## src/common/accumPkg.sv

```systemverilog
`default_nettype none

package accumPkg;

	// Run schedule
	localparam int elemCount  = 8;    // Words per run
	localparam int addrWidth  = 3;    // Covers addresses 0 to elemCount-1
	localparam int addLatency = 3;    // fpAdder depth, opValid to resValid

	// Wait counter sized to the adder depth
	localparam int latWidth = $clog2(addLatency);

	// One element is Read, Issue, then addLatency cycles of Wait
	typedef enum logic [2:0] {
		Idle,
		Read,     // memEn with current address
		Issue,    // memData to adder
		Wait,     // Adder in flight
		Finish    // done, ready and sumValid pulse
	} seqStateT;

endpackage

`default_nettype wire

```

## src/common/halfFloatPkg.sv

```systemverilog
`default_nettype none

package halfFloatPkg;

	// IEEE 754 binary16 field widths
	localparam int expWidth  = 5;
	localparam int manWidth  = 10;
	localparam int halfWidth = 16;   // Sign + exponent + mantissa
	localparam int expBias   = 15;

	// Internal datapath widths
	localparam int manFull    = manWidth + 1;       // Mantissa with hidden one
	localparam int grsWidth   = 3;                  // Guard, round, sticky
	localparam int alignWidth = manFull + grsWidth;
	localparam int sumWidth   = alignWidth + 1;     // One extra bit for carry out
	localparam int leadWidth  = $clog2(sumWidth);   // Leading-one position index

	typedef struct packed {
		logic                sign;
		logic [expWidth-1:0] exp;
		logic [manWidth-1:0] man;
	} halfT;

	// Align stage to add stage
	typedef struct packed {
		logic                  bigSign;     // Sign of larger magnitude operand
		logic [expWidth-1:0]   bigExp;      // Common exponent
		logic [manFull-1:0]    bigMan;
		logic [alignWidth-1:0] smallMan;    // Shifted, GRS in the low bits
		logic                  smallSign;
		logic                  zero;        // Both operands zero
	} alignedT;

	// Add stage to normalize stage
	typedef struct packed {
		logic                sign;
		logic [expWidth-1:0] exp;
		logic [sumWidth-1:0] raw;         // Carry, hidden one, mantissa, GRS
		logic                zero;
	} sumT;

endpackage

`default_nettype wire
```

## src/design/accumTop.sv

```systemverilog
`default_nettype none

module accumTop import halfFloatPkg::*, accumPkg::*; (
	input  logic                 ap_clk,
	input  logic                 ap_rst,
	input  logic                 start,
	input  logic                 continueRun,
	output logic                 done,
	output logic                 idle,
	output logic                 ready,
	output logic [addrWidth-1:0] memAddr,    // Single-port memory, one-cycle read
	output logic                 memEn,
	input  halfT                 memData,
	output halfT                 sum,
	output logic                 sumValid
);

	// Sequencer to adder
	logic opValid;
	halfT opA;
	halfT opB;
	logic resValid;
	halfT res;

	accumSequencer sequencer (
		.ap_clk, .ap_rst, .start, .continueRun, .done, .idle, .ready,
		.memAddr, .memEn, .memData, .opValid, .opA, .opB, .resValid, .res,
		.sum, .sumValid
	);

	fpAdder adder (
		.ap_clk, .ap_rst, .opValid, .opA, .opB, .resValid, .res
	);

endmodule

`default_nettype wire

```

## src/design/accumSequencer.sv

```systemverilog
`default_nettype none

module accumSequencer import halfFloatPkg::*, accumPkg::*; (
	input  logic                 ap_clk,
	input  logic                 ap_rst,
	input  logic                 start,
	input  logic                 continueRun,
	output logic                 done,
	output logic                 idle,
	output logic                 ready,
	output logic [addrWidth-1:0] memAddr,
	output logic                 memEn,
	input  halfT                 memData,
	output logic                 opValid,
	output halfT                 opA,
	output halfT                 opB,
	input  logic                 resValid,
	input  halfT                 res,
	output halfT                 sum,
	output logic                 sumValid
);

	seqStateT             state;
	seqStateT             nextState;
	logic [addrWidth-1:0] elemIdx;     // Current word, also the memory address
	logic [latWidth-1:0]  latCnt;      // Cycles spent in Wait
	logic                 doneHeld;    // done kept until continueRun
	logic                 accept;
	logic                 lastElem;
	logic                 latDone;
	halfT                 accSum;      // Running sum

	assign accept   = (state == Idle) && start && !doneHeld;   // Held done blocks start
	assign lastElem = (elemIdx == addrWidth'(elemCount - 1));
	assign latDone  = (latCnt == latWidth'(addLatency - 1));   // Lines up with resValid

	always_comb begin
		nextState = state;
		case (state)
			Idle: begin
				if (accept) begin
					nextState = Read;
				end
			end
			Read:  nextState = Issue;
			Issue: nextState = Wait;
			Wait: begin
				if (latDone) begin
					nextState = lastElem ? Finish : Read;
				end
			end
			Finish:  nextState = Idle;
			default: nextState = Idle;
		endcase
	end

	always_ff @(posedge ap_clk) begin
		if (ap_rst) begin
			state    <= Idle;
			elemIdx  <= '0;
			latCnt   <= '0;
			doneHeld <= 1'b0;
			sum      <= '0;
		end else begin
			state <= nextState;
			if (accept) begin
				elemIdx <= '0;
			end else if (state == Wait && latDone && !lastElem) begin
				elemIdx <= elemIdx + 1'b1;   // Next address
			end
			if (state == Issue) begin
				latCnt <= '0;
			end else if (state == Wait) begin
				latCnt <= latCnt + 1'b1;
			end
			// continueRun has priority, so done may pulse only once
			if (continueRun) begin
				doneHeld <= 1'b0;
			end else if (state == Finish) begin
				doneHeld <= 1'b1;
			end
			if (resValid && lastElem) begin
				sum <= res;   // Final result, kept until the next run ends
			end
		end
	end

	// Each add depends on the previous sum
	always_ff @(posedge ap_clk) begin
		if (accept) begin
			accSum <= '0;   // +0.0
		end else if (resValid) begin
			accSum <= res;
		end
	end

	assign memEn    = (state == Read);
	assign memAddr  = elemIdx;
	assign opValid  = (state == Issue);   // memData arrives this cycle
	assign opA      = accSum;
	assign opB      = memData;
	assign sumValid = (state == Finish);
	assign ready    = (state == Finish);
	assign done     = (state == Finish) || doneHeld;
	assign idle     = (state == Idle) && !start;

endmodule

`default_nettype wire

```

## src/fpAdder/fpAdder.sv

```systemverilog
`default_nettype none

module fpAdder import halfFloatPkg::*; (
	input  logic ap_clk,
	input  logic ap_rst,
	input  logic opValid,
	input  halfT opA,
	input  halfT opB,
	output logic resValid,
	output halfT res
);

	alignedT             alignComb;
	alignedT             alignReg;     // Stage 1
	logic                alignValid;
	logic                effSub;       // Signs differ
	logic [sumWidth-1:0] bigExt;
	logic [sumWidth-1:0] smallExt;
	sumT                 sumComb;
	sumT                 sumReg;       // Stage 2
	logic                addValid;
	halfT                normComb;

	fpAddAlign alignStage (
		.a       (opA),
		.b       (opB),
		.aligned (alignComb)
	);

	// Both mantissas in the raw sum frame, top bit free for the carry
	assign bigExt   = {1'b0, alignReg.bigMan, {grsWidth{1'b0}}};
	assign smallExt = {1'b0, alignReg.smallMan};
	assign effSub   = alignReg.bigSign ^ alignReg.smallSign;

	always_comb begin
		sumComb.sign = alignReg.bigSign;   // Larger magnitude sets the sign
		sumComb.exp  = alignReg.bigExp;
		sumComb.raw  = effSub ? (bigExt - smallExt) : (bigExt + smallExt);
		sumComb.zero = alignReg.zero;
	end

	fpAddNormRound normStage (
		.sumIn (sumReg),
		.res   (normComb)
	);

	// Payload stages
	always_ff @(posedge ap_clk) begin
		alignReg <= alignComb;
		sumReg   <= sumComb;
		res      <= normComb;   // Stage 3
	end

	// Valid travels beside the payload, one pair per cycle
	always_ff @(posedge ap_clk) begin
		if (ap_rst) begin
			alignValid <= 1'b0;
			addValid   <= 1'b0;
			resValid   <= 1'b0;
		end else begin
			alignValid <= opValid;
			addValid   <= alignValid;
			resValid   <= addValid;
		end
	end

endmodule

`default_nettype wire

```

## src/fpAdder/fpAddNormRound.sv

```systemverilog
`default_nettype none

module fpAddNormRound import halfFloatPkg::*; (
	input  sumT  sumIn,
	output halfT res
);

	logic [leadWidth-1:0] lead;        // Leading one position in raw sum
	logic [leadWidth-1:0] shiftAmt;    // Left shift to put it at the MSB
	logic [sumWidth-1:0]  normVal;
	logic [manWidth-1:0]  normMan;
	logic                 guardBit;
	logic                 roundBit;
	logic                 stickyBit;
	logic                 roundUp;
	logic [manWidth:0]    roundMan;    // Top bit catches the rounding carry
	logic [expWidth+1:0]  expAdj;      // Two spare bits so underflow shows as negative
	logic [expWidth-1:0]  expOut;
	logic                 underflow;
	logic                 zeroOut;

	// Priority scan from the LSB, the highest set bit wins
	always_comb begin
		lead = '0;
		for (int i = 0; i < sumWidth; i++) begin
			if (sumIn.raw[i]) begin
				lead = leadWidth'(i);
			end
		end
	end

	// Bit sumWidth-1 is the carry position
	assign shiftAmt = leadWidth'(sumWidth - 1) - lead;
	assign normVal  = sumIn.raw << shiftAmt;

	// Hidden one now at the MSB
	assign normMan   = normVal[sumWidth-2 -: manWidth];
	assign guardBit  = normVal[grsWidth];
	assign roundBit  = normVal[grsWidth-1];
	assign stickyBit = |normVal[grsWidth-2:0];

	// Exponent moves by the distance of the leading one from the hidden-one bit
	// Carry out gives +1, cancellation gives a negative step
	always_comb begin
		expAdj = (expWidth+2)'(sumIn.exp) + (expWidth+2)'(lead);
		expAdj = expAdj - (expWidth+2)'(sumWidth - 2);
	end

	assign underflow = expAdj[expWidth+1] | (expAdj == '0);   // Below 1
	assign zeroOut   = sumIn.zero | (sumIn.raw == '0) | underflow;

	// Nearest even: up when above half, or exactly half with odd LSB
	assign roundUp  = guardBit & (roundBit | stickyBit | normMan[0]);
	assign roundMan = {1'b0, normMan} + (manWidth+1)'(roundUp);

	// Mantissa wrap to zero means one more exponent step
	assign expOut = expAdj[expWidth-1:0] + expWidth'(roundMan[manWidth]);

	always_comb begin
		if (zeroOut) begin
			res = '0;   // Always +0.0
		end else begin
			res.sign = sumIn.sign;
			res.exp  = expOut;
			res.man  = roundMan[manWidth-1:0];
		end
	end

endmodule

`default_nettype wire

```

## src/fpAdder/fpAddAlign.sv

```systemverilog
`default_nettype none

module fpAddAlign import halfFloatPkg::*; (
	input  halfT    a,
	input  halfT    b,
	output alignedT aligned
);

	logic                         aZero;       // Zero exponent, taken as zero
	logic                         bZero;
	logic [expWidth+manWidth-1:0] aMag;        // Magnitude compare key
	logic [expWidth+manWidth-1:0] bMag;
	logic                         aBig;
	halfT                         bigOp;
	halfT                         smallOp;
	logic [manFull-1:0]           bigFull;
	logic [manFull-1:0]           smallFull;
	logic [expWidth-1:0]          expDiff;
	logic [alignWidth-1:0]        preShift;
	logic [alignWidth-1:0]        postShift;
	logic [alignWidth-1:0]        lostMask;
	logic                         sticky;

	// No subnormals, so exponent zero means zero
	assign aZero = (a.exp == '0);
	assign bZero = (b.exp == '0);

	assign aMag = aZero ? '0 : {a.exp, a.man};
	assign bMag = bZero ? '0 : {b.exp, b.man};
	assign aBig = (aMag >= bMag);   // Ties keep a as the larger

	assign bigOp   = aBig ? a : b;
	assign smallOp = aBig ? b : a;

	// Hidden one restored only for nonzero operands
	assign bigFull   = (bigOp.exp == '0) ? '0 : {1'b1, bigOp.man};
	assign smallFull = (smallOp.exp == '0) ? '0 : {1'b1, smallOp.man};

	assign expDiff  = bigOp.exp - smallOp.exp;   // Never negative here
	assign preShift = {smallFull, {grsWidth{1'b0}}};

	// Right shift of the smaller mantissa
	always_comb begin
		postShift = '0;
		lostMask  = '0;
		sticky    = 1'b0;
		if (expDiff >= expWidth'(alignWidth)) begin
			// Everything falls off the end
			sticky = |preShift;
		end else begin
			postShift = preShift >> expDiff;
			lostMask  = (alignWidth'(1) << expDiff) - alignWidth'(1);
			sticky    = |(preShift & lostMask);   // OR of shifted-out bits
		end
	end

	always_comb begin
		aligned.bigSign   = bigOp.sign;
		aligned.bigExp    = bigOp.exp;
		aligned.bigMan    = bigFull;
		// Sticky folds into the lowest kept bit
		aligned.smallMan  = {postShift[alignWidth-1:1], postShift[0] | sticky};
		aligned.smallSign = smallOp.sign;
		aligned.zero      = aZero & bZero;
	end

endmodule

`default_nettype wire

```

## config.mk

```make
export PLATFORM = sky130hd
export DESIGN_NAME = accumTop
export DESIGN_NICKNAME = d
export VERILOG_FILES = /design/src/common/accumPkg.sv /design/src/common/halfFloatPkg.sv /design/src/design/accumTop.sv /design/src/design/accumSequencer.sv /design/src/fpAdder/fpAdder.sv /design/src/fpAdder/fpAddNormRound.sv /design/src/fpAdder/fpAddAlign.sv
export SDC_FILE = /design/constraint.sdc
export NUM_CORES = 1
export LEC_CHECK = 0
export ABC_AREA = 1
export BUFFER_PORTS_ARGS = -buffer_cell sky130_fd_sc_hd__buf_2
export CAP_MARGIN = 25
export CORE_ASPECT_RATIO = 0.6
export CORE_MARGIN = 2
export CORE_UTILIZATION = 50
export DETAILED_ROUTE_END_ITERATION = 6
export GPL_ROUTABILITY_DRIVEN = 0
export PLACE_DENSITY = 0.79
export SETUP_SLACK_MARGIN = 0.4
export SYNTH_ARGS = -nofsm -noshare
export SYNTH_HDL_FRONTEND = slang
export SYNTH_SLANG_ARGS = --single-unit
```

## constraint.sdc

```tcl
create_clock -name ap_clk -period 4.5 [get_ports ap_clk]
set_input_delay 0.9 -clock ap_clk [delete_from_list [all_inputs] [get_ports ap_clk]]
set_output_delay 0.9 -clock ap_clk [all_outputs]
set_load 0.1 [all_outputs]
```

# Word level (Yosys, flattened, before mapping)
# Index checks and enable logic that the tools add are counted.
[totals] reg_bits=115 in_bits=20 output_inout_bits=24
[op_classes] addsub=11 n_lt_le_gt_ge=2 n_eq_ne=8 shifts=3 muxes=27 bitwise=10 reduce_logical=24
[op_table] op="4-bit 2-to-1 mux" count=13
[op_table] op="15-bit 2-to-1 mux" count=3
[op_table] op="16-bit 2-to-1 mux" count=2
[op_table] op="11-bit 2-to-1 mux" count=2
[op_table] op="5-bit zero test" count=4
[op_table] op="14-bit by 14-bit adder with 15-bit output" count=1
[op_table] op="15-bit greater-or-equal comparator" count=1
[op_table] op="15-bit zero test" count=1
[op_table] op="15-bit by 4-bit << shifter with 14-bit output" count=1
[op_table] op="14-bit by 14-bit subtractor with 15-bit output" count=1
[op_table] op="14-bit bitwise AND" count=1
[op_table] op="14-bit OR reduction" count=1
[op_table] op="1-bit by 5-bit << shifter with 14-bit output (first input constant)" count=1
[op_table] op="14-bit by 5-bit >> shifter with 14-bit output" count=1
[op_table] op="14-bit by 2-bit subtractor with 14-bit output (second input constant)" count=1
[op_table] op="3-bit one-hot mux with 4 select lines" count=1
[op_table] op="10-bit by 1-bit adder with 11-bit output" count=1
[op_table] op="11-bit OR reduction" count=1
[op_table] op="3-bit 2-to-1 mux" count=3
[op_table] op="2-bit OR reduction" count=4
[op_table] op="7-bit zero test" count=1
[op_table] op="6-bit by 4-bit subtractor with 7-bit output (second input constant)" count=1
[op_table] op="5-bit by 4-bit adder with 6-bit output" count=1
[op_table] op="3-bit by 2-bit == test with 1-bit output (second input constant)" count=2
[op_table] op="19 further kinds" count=36

# Depth between registers and ports, before layout
# Gate-level depths: netlist (run 1).
[depth] word_depth=22 ltp_mapped=33

# Cells and area by module
# Synthesis (run 1) repeated with hierarchy kept, for this count alone.
[unflattened] hier_cells=1333 hier_area_um2=8439.3
[by_module_without_submodules] module="fpAdder" instances=1 cells_per_inst=383 area_per_inst_um2=3014.1 seq_area_each_um2=1481.4
[by_module_without_submodules] module="fpAddAlign" instances=1 cells_per_inst=436 area_per_inst_um2=2140.8 seq_area_each_um2=0.0
[by_module_without_submodules] module="accumSequencer" instances=1 cells_per_inst=224 area_per_inst_um2=1716.6 seq_area_each_um2=820.8
[by_module_without_submodules] module="fpAddNormRound" instances=1 cells_per_inst=290 area_per_inst_um2=1567.8 seq_area_each_um2=0.0

# Worst setup path after synthesis (run 1)
# Ideal clock, no wire load.
[synth_path] kind="register to output" start="register sequencer.state[2]" end="output port done" t_arrival_ns=3.330 t_required_ns=3.600 slack_ns=0.270 stages_incl_launch_ff=5 n_path_buf=0 path_cell_list="dfxtp_1 inv_1 nor3_1 nor2_1 inv_1"
[synth_between] elab_chain_cells=2
[synth_rtl] item="start, declared" line_no="accumSequencer.sv:23" source="seqStateT state;"
[synth_rtl] item="start signal, assigned" line_no="accumSequencer.sv:59" source="state <= Idle;"
[synth_rtl] item="start signal, assigned" line_no="accumSequencer.sv:65" source="state <= nextState;"
[synth_rtl] item="3-bit == test"
[synth_rtl] item="named net ready" line_no="accumTop.sv:10" source="output logic ready,"
[synth_rtl] item="1-bit logical OR" line_no="accumSequencer.sv:104" source="assign done = (state == Finish) || doneHeld;"
[synth_rtl] item="end, declared" line_no="accumTop.sv:8" source="output logic done,"
# The timed path passes the listed nets, and every way through them passes these cells.

==> metrics.txt, run 1 <==
Fillers=~1,300; clk_lat worst skew=between 0.4 and 0.5 ns; WS Path Type=input port to register; Clock Tree Buf Depth=2; post-route insts no fill=around 1,400; cell with the most instances after synthesis=nand2_1; number of max-slew violations in the final report=0; row cnt=35; slowest CP cell=ha_1; initial antenna violation count=0; worst slew pin tran=around 0.68 ns; Critical Path Fanout Max=6; cell taking the most area after synthesis=dfxtp_1; H-tree depth=4; final wirelength=22,100 microns; Worst VDD drop=between 0.5 and 0.6 mV; Placed Instances=between 1,000 and 1,500; GR Util All Layers=about 26%; # setup viols final=0; DRT iter0 DRCs=around 1,000; Most used DFF post-synth=dfxtp_1; status=finished clean; Arrival @ worst endpoint=approximately 4.3 ns; hold violation count in the final report=0; top routing layer used=met4; Critical Path RT=4.79 ns; DRC violations left=0; placed cell areas=between 8000 and 9000 sq um; total negative setup slack=0 ns; nets=~1,300; Post-synth ARST share=0%; largest net degree at the start of global routing=31; Congestion Overflow GR=0; Die Y=between 100 and 150 microns; ant diodes=0; syn_nets=approximately 1,200; drt wl/cell=~15 microns; clk slew on worst S/H paths=approximately 0.05 ns; drt first pass iters=6; DRT antenna net count=0; Syn Area/Cell=approximately 6.7 sq um; Worst path most repeated cell=nand2_1; Num CTS Buffers=17; minimum clock period=~4 ns; Synth-to-Final Area Change=20.0%; Max Fclk=between 200 and 250 MHz; vias=about 8,000; Design Area, Final=approximately 9200 sq um; Pleak=approximately 4.5 nW; clock sink total=115; share of cells above drive strength 1=~17%; Post-synth top cells=nand2_1 (242), nor2_1 (152), inv_1 (145); Die Width=between 150 and 200 microns; HPWL Detailed=15,600 microns; via density per instance=between 5 and 6; Metal-1 WL=between 9000 and 10,000 microns; met3 WL=around 2500 microns; overall power=~0.0057 W; Port Buffers=between 40 and 50; Worst Setup End Kind=register; number of global-route vias before repair=between 6,000 and 7,000; I/O Pins=44; Worst Hold Class=register to register; Initial Utilization=approximately 50%; CP max stage delay=approximately 0.24 ns; CP Launch Type=input port; first-pass GRT wire length=roughly 34,000 microns; fin crit share=between 80% and 90%; Slew HR=54.3%; share of the synthesized area in the top cell type=29.9%; WL met2=between 9000 and 10,000 microns; Mapped Area=a little under 8000 sq um; core footprint=between 15,000 and 20,000 sq um; EDFF count, synth=0; die area=16,500 sq um; RSZ-0062 raised after global routing=false; post-synth cell types=56; clock root cell=clkbuf_16; post-synthesis sequential area ratio=between 20% and 30%; max-cap violations=0; Clock Skew=between 0.01 and 0.015 ns; Gate Count Post-Synth=1,155; power per cell area=approximately 620 nW/um^2; synthesized flop and latch total=about 120; top post-synthesis cells by area=dfxtp_1 (30%), nand2_1 (12%), ha_1 (9.3%); warnings from Yosys=0; CTS tree=yes
-- registers in the layout (all words and copies together), names as in the netlist --
register,count
adder.resValid,1
adder.alignReg,33
sequencer.doneHeld,1
adder.addValid,1
adder.res,16
sequencer.latCnt,2
adder.alignValid,1
sequencer.state,3
adder.sumReg,22
sequencer.sum,16
sequencer.opA,16
sequencer.memAddr,3
-- cell families after synthesis --
logic type / count (synthesis) / synth area share (%)
adder cells (fa/ha/maj): 59 / 9.77
AO/OA/AOI/OAI: 200 / 14.3
flip-flops: 115 / 29.9
AND/OR/NAND/NOR: 561 / 32.7
buffers and inverters: 194 / 10.1
multiplexers: 7 / 0.942
XOR/XNOR: 19 / 2.26
-- placed cells by master (no fill, tap or decap), types with 11 or more instances in the layout --
cell type    n
nand2_1    232
inv_1      142
nor2_1     140
dfxtp_1    115
nand3_1     78
a21oi_1     74
o21ai_0     65
ha_1        54
buf_2       43
buf_4       36
o21ai_1     18
nand4_1     17
clkbuf_16   17
nand2_2     16
xor2_1      15
nor2_2      12
nand2_4     12
nand3_2     11
-- worst max-delay path: cells and delay by family --
kind | cells | cell delay [ns]
and+or+nand+nor | 25 | 2.55
buffers and inverters | 3 | 0.35
AOI/OAI and AO/OA | 1 | 0.08
adders and majority gates | 2 | 0.43
-- metal layers --
metal / GRT usage (%) / vias up
li1: - / 3898
met5: 0 / -
met2: 37.5 / 483
met3: 6.16 / 66
met4: 7.15 / 0
met1: 38.1 / 3540
-- power by group --
group,switching [W],total (W),internal [W]
Clock,0.000526,0.00142,0.000891
Sequential,0.000216,0.00146,0.00125
Combinational,0.00188,0.00287,0.000985
-- worst paths after layout --
check / from / to / slack [ns] / cells past startpoint
worst max-delay path: memData[13] / adder.alignReg[2]$_DFF_P_ / 0.49 / 31
worst min register to register: adder.alignReg[27]$_DFF_P_ / adder.sumReg[16]$_DFF_P_ / 0.33 / 0
worst max register to register: sequencer.opA[10]$_SDFFE_PP0P_ / adder.alignReg[2]$_DFF_P_ / 0.66 / 31
worst min-delay path: adder.alignReg[27]$_DFF_P_ / adder.sumReg[16]$_DFF_P_ / 0.33 / 0
-- area by class of cell --
cell class | count | area (sq um) | share of cell area, %
Tap cell | 203 | 254 | 2.75
Inverter | 155 | 601 | 6.50
Clock buffer | 17 | 425 | 4.60
Multi-Input combinational cell | 850 | 4950 | 53.5
Sequential cell | 115 | 2300 | 24.9
Timing Repair Buffer | 82 | 519 | 5.62
Clock inverter | 15 | 198 | 2.14
-- metrics by stage --
step                      hold slack (ns)  util, %  setup slack (ns)
after global placement              0.310     53.4             0.182
after CTS                           0.325     57.5             0.447
after global routing                0.329     60.8             0.249
after floorplan                     0.310        -             0.583
after detailed placement            0.312     53.4            0.0759
final                               0.325     60.8             0.490
-- what timing repair did --
item,in CTS,in global routing
pin swaps,1,28
setup endpoints to repair,1,7
endpoints found under the hold margin,0,0
buffers inserted,1,21
resized for setup,0,70
hold buffers,0,0
cloned,0,5
Note: power is estimated with default switching activity, not from simulation.
==> run 2, diff against run 1 <==
- ABC_AREA: 1 -> 0
- PLACE_DENSITY: 0.79 -> 0.8
==> metrics.txt, run 2 <==
WS Path Type=input port to register (unchanged); clock network fraction of design power=30.2% (was 24.6%); final worst setup slack=-0.0480 ns (was 0.490 ns); failing checks=negative setup slack; largest net degree at the start of global routing=42 (was 31); Switch Pwr=0.00173 W (was 0.00262 W); number of flip-flops in the largest register=33 (unchanged); Die Width=162 microns (was 164 microns); # setup viols final=1 (was 0); CP Launch Type=input port (unchanged); cell taking the most area after synthesis=dfxtp_1 (unchanged); Num CTS Buffers=17 (unchanged); final wirelength=23,100 microns (was 22,100 microns); Post-Place Worst Slack=-0.558 ns (was 0.0759 ns); Top Family by Delay on Critical Path=compound AO/OA/AOI/OAI gates (was simple AND/OR/NAND/NOR gates); core footprint=14,600 sq um (was 15,200 sq um); post-route insts no fill=1,224 (was 1,437); grt met3 use=10.5% (was 6.16%); most frequent cells in the layout=nand2_1 (135), dfxtp_1 (115), nor2_1 (84) (was nand2_1 (232), inv_1 (142), nor2_1 (140)); register share of total power=30.0% (was 25.5%); Top reg by flops=adder.alignReg (unchanged); power per cell area=481 nW/um^2 (was 622 nW/um^2); clk slew on worst S/H paths=0.06 ns (was 0.05 ns); GR Util All Layers=28.5% (was 25.9%); row cnt=34 (was 35); Die Y=99.0 microns (was 100 microns); commonest non-fill, non-tap cell in the layout=nand2_1 (unchanged); met2 Use GR=40.9% (was 37.5%); Most used DFF post-synth=dfxtp_1 (unchanged); share of cells above drive strength 1=23.5% (was 16.9%); CTS tree=yes (unchanged); via density per instance=6.00 (was 5.56); vias=7,341 (was 7,987); EDFF count, synth=0 (unchanged); syn_nets=996 (was 1,234); Placed Instances=1,178 (was 1,378); Regs by FF count=adder.alignReg x33, adder.sumReg x22 (unchanged); Worst Setup End Kind=register (unchanged); worst slew pin tran=1.02 ns (was 0.678 ns); Clock Skew=0.0127 ns (was 0.0115 ns); I/O Pins=44 (unchanged); DRC violations left=0 (unchanged); Critical Path Fanout Max=7 (was 6); cts hold-fix bufs=0 (unchanged); Port Buffers=43 (unchanged); Syn Area/Cell=8.19 sq um (was 6.67 sq um); minimum clock period=4.55 ns (was 4.01 ns); Gate Count Post-Synth=917 (was 1,155); clk_lat worst skew=0.42 ns (was 0.41 ns); nets=1,092 (was 1,300); Pleak=4.00 nW (was 4.51 nW); post-synth cell types=79 (was 56); Arrival @ worst endpoint=4.83 ns (was 4.30 ns); DRT antenna net count=0 (unchanged); H-tree depth=4 (unchanged); slowest CP cell=a221o_1 (was ha_1); Logic pwr share=39.8% (was 49.9%); number of max-slew violations in the final report=0 (unchanged); warnings from Yosys=0 (unchanged); cell with the most instances after synthesis=nand2_1 (unchanged); Int Pwr=0.00277 W (was 0.00312 W); die area=16,100 sq um (was 16,500 sq um); top post-synthesis cells by area=dfxtp_1 (31%), ha_1 (9.5%), mux2i_1 (7.6%) (was dfxtp_1 (30%), nand2_1 (12%), ha_1 (9.3%)); met1 usage in global routing=41.0% (was 38.1%); Congestion Overflow GR=0 (unchanged); DRT iter0 DRCs=1,190 (was 1,035); Worst VDD drop=0.380 mV (was 0.592 mV); number of global-route vias before repair=6,782 (was 6,895); cell chain of the critical path=buf_8 -> nor3_4 -> nand3_2 -> buf_6 -> nand2_4 -> ha_4 -> a21oi_2 -> o21ai_2 -> o21bai_4 -> a221o_1 -> mux2i_2 -> ha_2 -> nor2_2 -> maj3_2 -> o21bai_1 -> mux2i_2 -> buf_4 -> xnor2_4 -> nand3_2 -> o31a_1 -> nor4_2 -> nand4_1; ant diodes=0 (unchanged); Synth-to-Final Area Change=24.7% (was 20.0%); Critical Path RT=4.78 ns (was 4.79 ns); hold violation count in the final report=0 (unchanged); status=finished, violations left (was finished clean); drt first pass iters=6 (unchanged); RSZ-0062 raised after global routing=true (was false); initial antenna violation count=0 (unchanged); CP Buf/Inv Count=3 (unchanged); synthesized flop and latch total=115 (unchanged); switch share=38.5% (was 45.6%); fin crit share=101% (was 89.1%); max-cap violations=0 (unchanged); HPWL Detailed=16,300 microns (was 15,600 microns); CP max stage delay=0.39 ns (was 0.24 ns); Worst Hold Class=register to register (unchanged); gr busiest metal=met1 (unchanged); clock root cell=clkbuf_16 (unchanged); Post-synth top cells=nand2_1 (140), dfxtp_1 (115), nor2_1 (90) (was nand2_1 (242), nor2_1 (152), inv_1 (145)); Initial Utilization=51.5% (was 50.7%); Clock Tree Buf Depth=2 (unchanged); Slew HR=31.8% (was 54.3%); Post-synth ARST share=0% (unchanged); first-pass GRT wire length=35,900 microns (was 33,900 microns); post-synthesis sequential area ratio=30.6% (was 29.9%); Max Fclk=220 MHz (was 249 MHz); share of the synthesized area in the top cell type=30.6% (was 29.9%); clock sink total=115 (unchanged); Mapped Area=7510 sq um (was 7710 sq um); drt wl/cell=18.8 microns (was 15.4 microns)
-- run 2: worst reg2reg max path: stages (launching register included) --
cell,delay [ns]
dfxtp_1,0.32
nor3_1,0.26
nand2_2,0.17
and2_1,0.25
ha_4,0.26
a21o_1,0.17
a31oi_4,0.17
o21bai_4,0.09
a221o_1,0.39
mux2i_2,0.22
ha_2,0.25
nor2_2,0.05
maj3_2,0.31
o21bai_1,0.17
mux2i_2,0.12
buf_4,0.18
xnor2_4,0.14
nand3_2,0.12
o31a_1,0.32
nor4_2,0.29
nand4_1,0.12
-- run 2: per-stage QoR --
stage	total power (W)	utilization (%)	hold slack, ns	TNS [ns]	area [sq um]
floorplan	0.00253	-	0.310	-2.02	7650
global placement	0.00293	57.5	0.312	-0.329	8400
detailed placement	0.00295	57.5	0.316	-1.09	8400
CTS	0.00434	62.6	0.329	0	9140
global route	0.00471	64.2	0.335	-0.212	9370
finish	0.00450	64.2	0.331	-0.0480	9370
-- run 2: cells by family (layout without fill, tap and decap cells) --
group                      after synthesis  after routing  share of synthesized area, %
and+or+nand+nor                        347            347                          21.5
muxes                                   72             72                          11.5
adders and majority gates               61             61                          10.3
AOI/OAI and AO/OA                      189            189                          16.4
DFF                                    115            115                          30.6
buffers and inverters                  100            209                          5.53
xor gates and xnor gates                33             33                          4.20
-- run 2: area by class of cell --
type / instances / area, sq um
flip-flops and latches: 115 / 2300
well taps: 198 / 248
multi-input cells: 702 / 5130
repair buffers: 123 / 880
fillers: 1113 / 5230
clock inverters: 15 / 169
inverters: 54 / 211
clock buffers: 17 / 425
-- run 2: what timing repair did --
item | CTS | global route
endpoints found under the hold margin | 0 | 0
buffers inserted | 4 | 9
pin swaps | 20 | 15
cloned | 0 | 0
gates resized for setup | 22 | 32
endpoints found under the setup margin | 10 | 19
-- run 2: per-layer routing --
metal | routed length (microns) | vias up
met5 | 0 | -
met4 | 404 | 0
met3 | 2920 | 66
met2 | 9670 | 494
met1 | 10100 | 3416
li1 | - | 3365
-- run 2: final timing paths --
check                                  from                   endpoint  slack, ns  depth (start not counted)
max                             memData[14]  adder.alignReg[2]$_DFF_P_      -0.05                         22
min              adder.alignReg[29]$_DFF_P_   adder.sumReg[18]$_DFF_P_       0.33                          0
min reg2reg      adder.alignReg[29]$_DFF_P_   adder.sumReg[18]$_DFF_P_       0.33                          0
max reg2reg  sequencer.opA[11]$_SDFFE_PP0P_  adder.alignReg[2]$_DFF_P_      -0.01                         20
-- run 2: power groups by stage --
| stage | sequential, W | combinational [W] | clock [W] |
|---|---|---|---|
| after detailed placement | 0.00135 | 0.00160 | 0 |
| after global routing | 0.00137 | 0.00193 | 0.00142 |
| final | 0.00135 | 0.00179 | 0.00136 |
| after global placement | 0.00135 | 0.00157 | 0 |
| after floorplan | 0.00128 | 0.00125 | 0 |
| after CTS | 0.00134 | 0.00164 | 0.00136 |
==> run 3, diff against run 2 <==
- clock period: 4.5 -> 5.03 ns (I/O delays scaled with it)
==> metrics.txt, run 3 (synthesis results as in run 2) <==
row cnt=34 (unchanged); share of cells above drive strength 1=18.7% (was 23.5%); Switch Pwr=0.00150 W (was 0.00173 W); ant diodes=0 (unchanged); commonest non-fill, non-tap cell in the layout=nand2_1 (unchanged); HPWL Detailed=15,000 microns (was 16,300 microns); Logic pwr share=37.4% (was 39.8%); number of max-slew violations in the final report=0 (unchanged); Top reg by flops=adder.alignReg (unchanged); minimum clock period=about 4.6 ns; Critical Path RT=5.32 ns (was 4.78 ns); die area=16,100 sq um (unchanged); clock network fraction of design power=31.2% (was 30.2%); H-tree depth=4 (unchanged); # setup viols final=0 (was 1); total negative setup slack=0 ns (was -0.0480 ns); Die Width=162 microns (unchanged); Clock Skew=0.00946 ns (was 0.0127 ns); first-pass GRT wire length=33,100 microns (was 35,900 microns); Clock Tree Buf Depth=2 (unchanged); clock root cell=clkbuf_16 (unchanged); Max Fclk=215 MHz; I/O Pins=44 (unchanged); CTS tree=yes (unchanged); Regs by FF count=adder.alignReg x33, adder.sumReg x22 (unchanged); GR Util All Layers=26.2% (was 28.5%); clk slew on worst S/H paths=0.06 ns (about the same); Pleak=3.79 nW (was 4.00 nW); largest net degree at the start of global routing=42 (unchanged); final wirelength=20,500 microns (was 23,100 microns); Die Y=99.0 microns (unchanged); Int Pwr=0.00235 W (was 0.00277 W); Synth-to-Final Area Change=18.6% (was 24.7%); Critical Path Fanout Max=14 (was 7); cts hold-fix bufs=0 (unchanged); clock sink total=115 (unchanged); vias=6,932 (was 7,341); status=finished clean (was finished, violations left); WS Path Type=register to register (was input port to register); most frequent cells in the layout=nand2_1 (137), dfxtp_1 (115), nor2_1 (89) (was nand2_1 (135), dfxtp_1 (115), nor2_1 (84)); worst slew pin tran=0.956 ns (was 1.02 ns); Port Buffers=43 (unchanged); DRC violations left=0 (unchanged); RR Startpoint=sequencer.opA[10]$_SDFFE_PP0P_ (was sequencer.opA[11]$_SDFFE_PP0P_); hold violation count in the final report=0 (unchanged); Congestion Overflow GR=0 (unchanged); Worst R2R Setup Slack=0.39 ns (was -0.01 ns); critical path startpoint=sequencer.opA[10]$_SDFFE_PP0P_ (was memData[14]); register share of total power=31.4% (was 30.0%); drt first pass iters=6 (unchanged); initial antenna violation count=0 (unchanged); RSZ-0062 raised after global routing=true (unchanged); Worst Hold Class=register to register (unchanged); DRT iter0 DRCs=1,018 (was 1,190); Worst Setup EP=adder.alignReg[2]$_DFF_P_ (unchanged); core footprint=14,600 sq um (unchanged); max-cap violations=0 (unchanged); nets=1,055 (was 1,092); clk_lat worst skew=0.42 ns (about the same); Num CTS Buffers=17 (unchanged); fin crit share=between 90% and 100%; power per cell area=432 nW/um^2 (was 481 nW/um^2); Worst VDD drop=0.332 mV (was 0.380 mV); Worst Setup End Kind=register (unchanged); hold_ws=0.328 ns (was 0.331 ns); CP Launch Type=register (was input port); via density per instance=5.84 (was 6.00); Slew HR=36.2% (was 31.8%); drt wl/cell=17.3 microns (was 18.8 microns); Arrival @ worst endpoint=4.93 ns (was 4.83 ns); number of flip-flops in the largest register=33 (unchanged); Initial Utilization=51.5% (unchanged); DRT antenna net count=0 (unchanged); number of global-route vias before repair=6,261 (was 6,782); Fillers=1,171 (was 1,113); depth of the most critical reg-to-reg path=19 (was 20); R2R Path End=adder.alignReg[2]$_DFF_P_ (unchanged); switch share=38.9% (was 38.5%)
-- run 3: changes by cell type in the layout (fill, tap and decap cells not counted), moves of 3 or more --
cell	previous run	this run
nor2_2	5	1
buf_4	72	41
nor2_1	84	89
inv_8	2	6
buf_6	7	1
nand2_4	4	1
clkinv_4	4	0
ha_4	6	3
-- run 3: timing repair --
action	in CTS	in global routing
resized for setup	12	8
endpoints found under the setup margin	1	3
buffers inserted	6	0
pin swaps	18	8
-- run 3: layout make-up --
cell class                 instances  area (sq um)  area share (%)
sequential                       115          2300            25.8
clock buffer                      17           425            4.77
timing repair buffer              86           554            6.22
clock inverter                    15           159            1.78
tap                              198           248            2.78
inverter                          54           210            2.36
multi-input combinational        702          5010            56.2
-- run 3: metal layers --
layer / GRT usage (%) / vias to the layer above / wire length (microns)
li1: - / 3309 / -
met1: 39.7 / 3193 / 9680
met2: 35.2 / 395 / 7900
met3: 8.71 / 35 / 2650
met4: 6.26 / 0 / 297
met5: 0 / - / 0
-- run 3: how the worst min path moves through the flow --
stage                                from                  endpoint  cells after the start
5_1_grt        adder.alignReg[29]$_DFF_P_  adder.sumReg[18]$_DFF_P_                      0
3_3_place_gp   adder.alignReg[31]$_DFF_P_  adder.sumReg[20]$_DFF_P_                      0
2_1_floorplan   adder.alignReg[0]$_DFF_P_   adder.sumReg[0]$_DFF_P_                      0
6_report        adder.alignReg[0]$_DFF_P_   adder.sumReg[0]$_DFF_P_                      0
3_5_place_dp    adder.alignReg[0]$_DFF_P_   adder.sumReg[0]$_DFF_P_                      0
4_1_cts         adder.alignReg[0]$_DFF_P_   adder.sumReg[0]$_DFF_P_                      0
-- run 3: per-stage QoR --
stage | setup WS, ns | cell area, sq um | util (%) | power (W) | std cells
after floorplan | -0.418 | 7650 | - | 0.00226 | 917
after global routing | 0.159 | 8910 | 61.1 | 0.00404 | 1187
after detailed placement | -0.134 | 8160 | 55.9 | 0.00257 | 1148
final | 0.389 | 8910 | 61.1 | 0.00385 | 1187
after CTS | 0.406 | 8850 | 60.7 | 0.00380 | 1186
after global placement | -0.0639 | 8160 | 55.9 | 0.00256 | 1148
-- run 3: power by group through the flow --
| stage | registers [W] | logic [W] | clock network [W] |
|---|---|---|---|
| 2_1_floorplan | 0.00114 | 0.00112 | 0 |
| 4_1_cts | 0.00120 | 0.00139 | 0.00121 |
| 3_3_place_gp | 0.00121 | 0.00135 | 0 |
| 3_5_place_dp | 0.00121 | 0.00136 | 0 |
| 5_1_grt | 0.00122 | 0.00157 | 0.00124 |
| 6_report | 0.00121 | 0.00144 | 0.00120 |
-- run 3: worst max-delay path, stage by stage, from the launching register on --
cell,delay [ns]
dfxtp_1,0.36
nor3_1,0.21
nand2_1,0.31
and2_1,0.32
ha_4,0.25
a21o_1,0.18
a31oi_4,0.17
o21bai_4,0.09
a221o_1,0.40
mux2i_2,0.22
ha_2,0.24
nor2_2,0.04
maj3_2,0.29
o21bai_1,0.18
mux2i_2,0.12
xor2_2,0.17
or4_1,0.48
and3_4,0.17
nor4_4,0.19
nand4_1,0.13
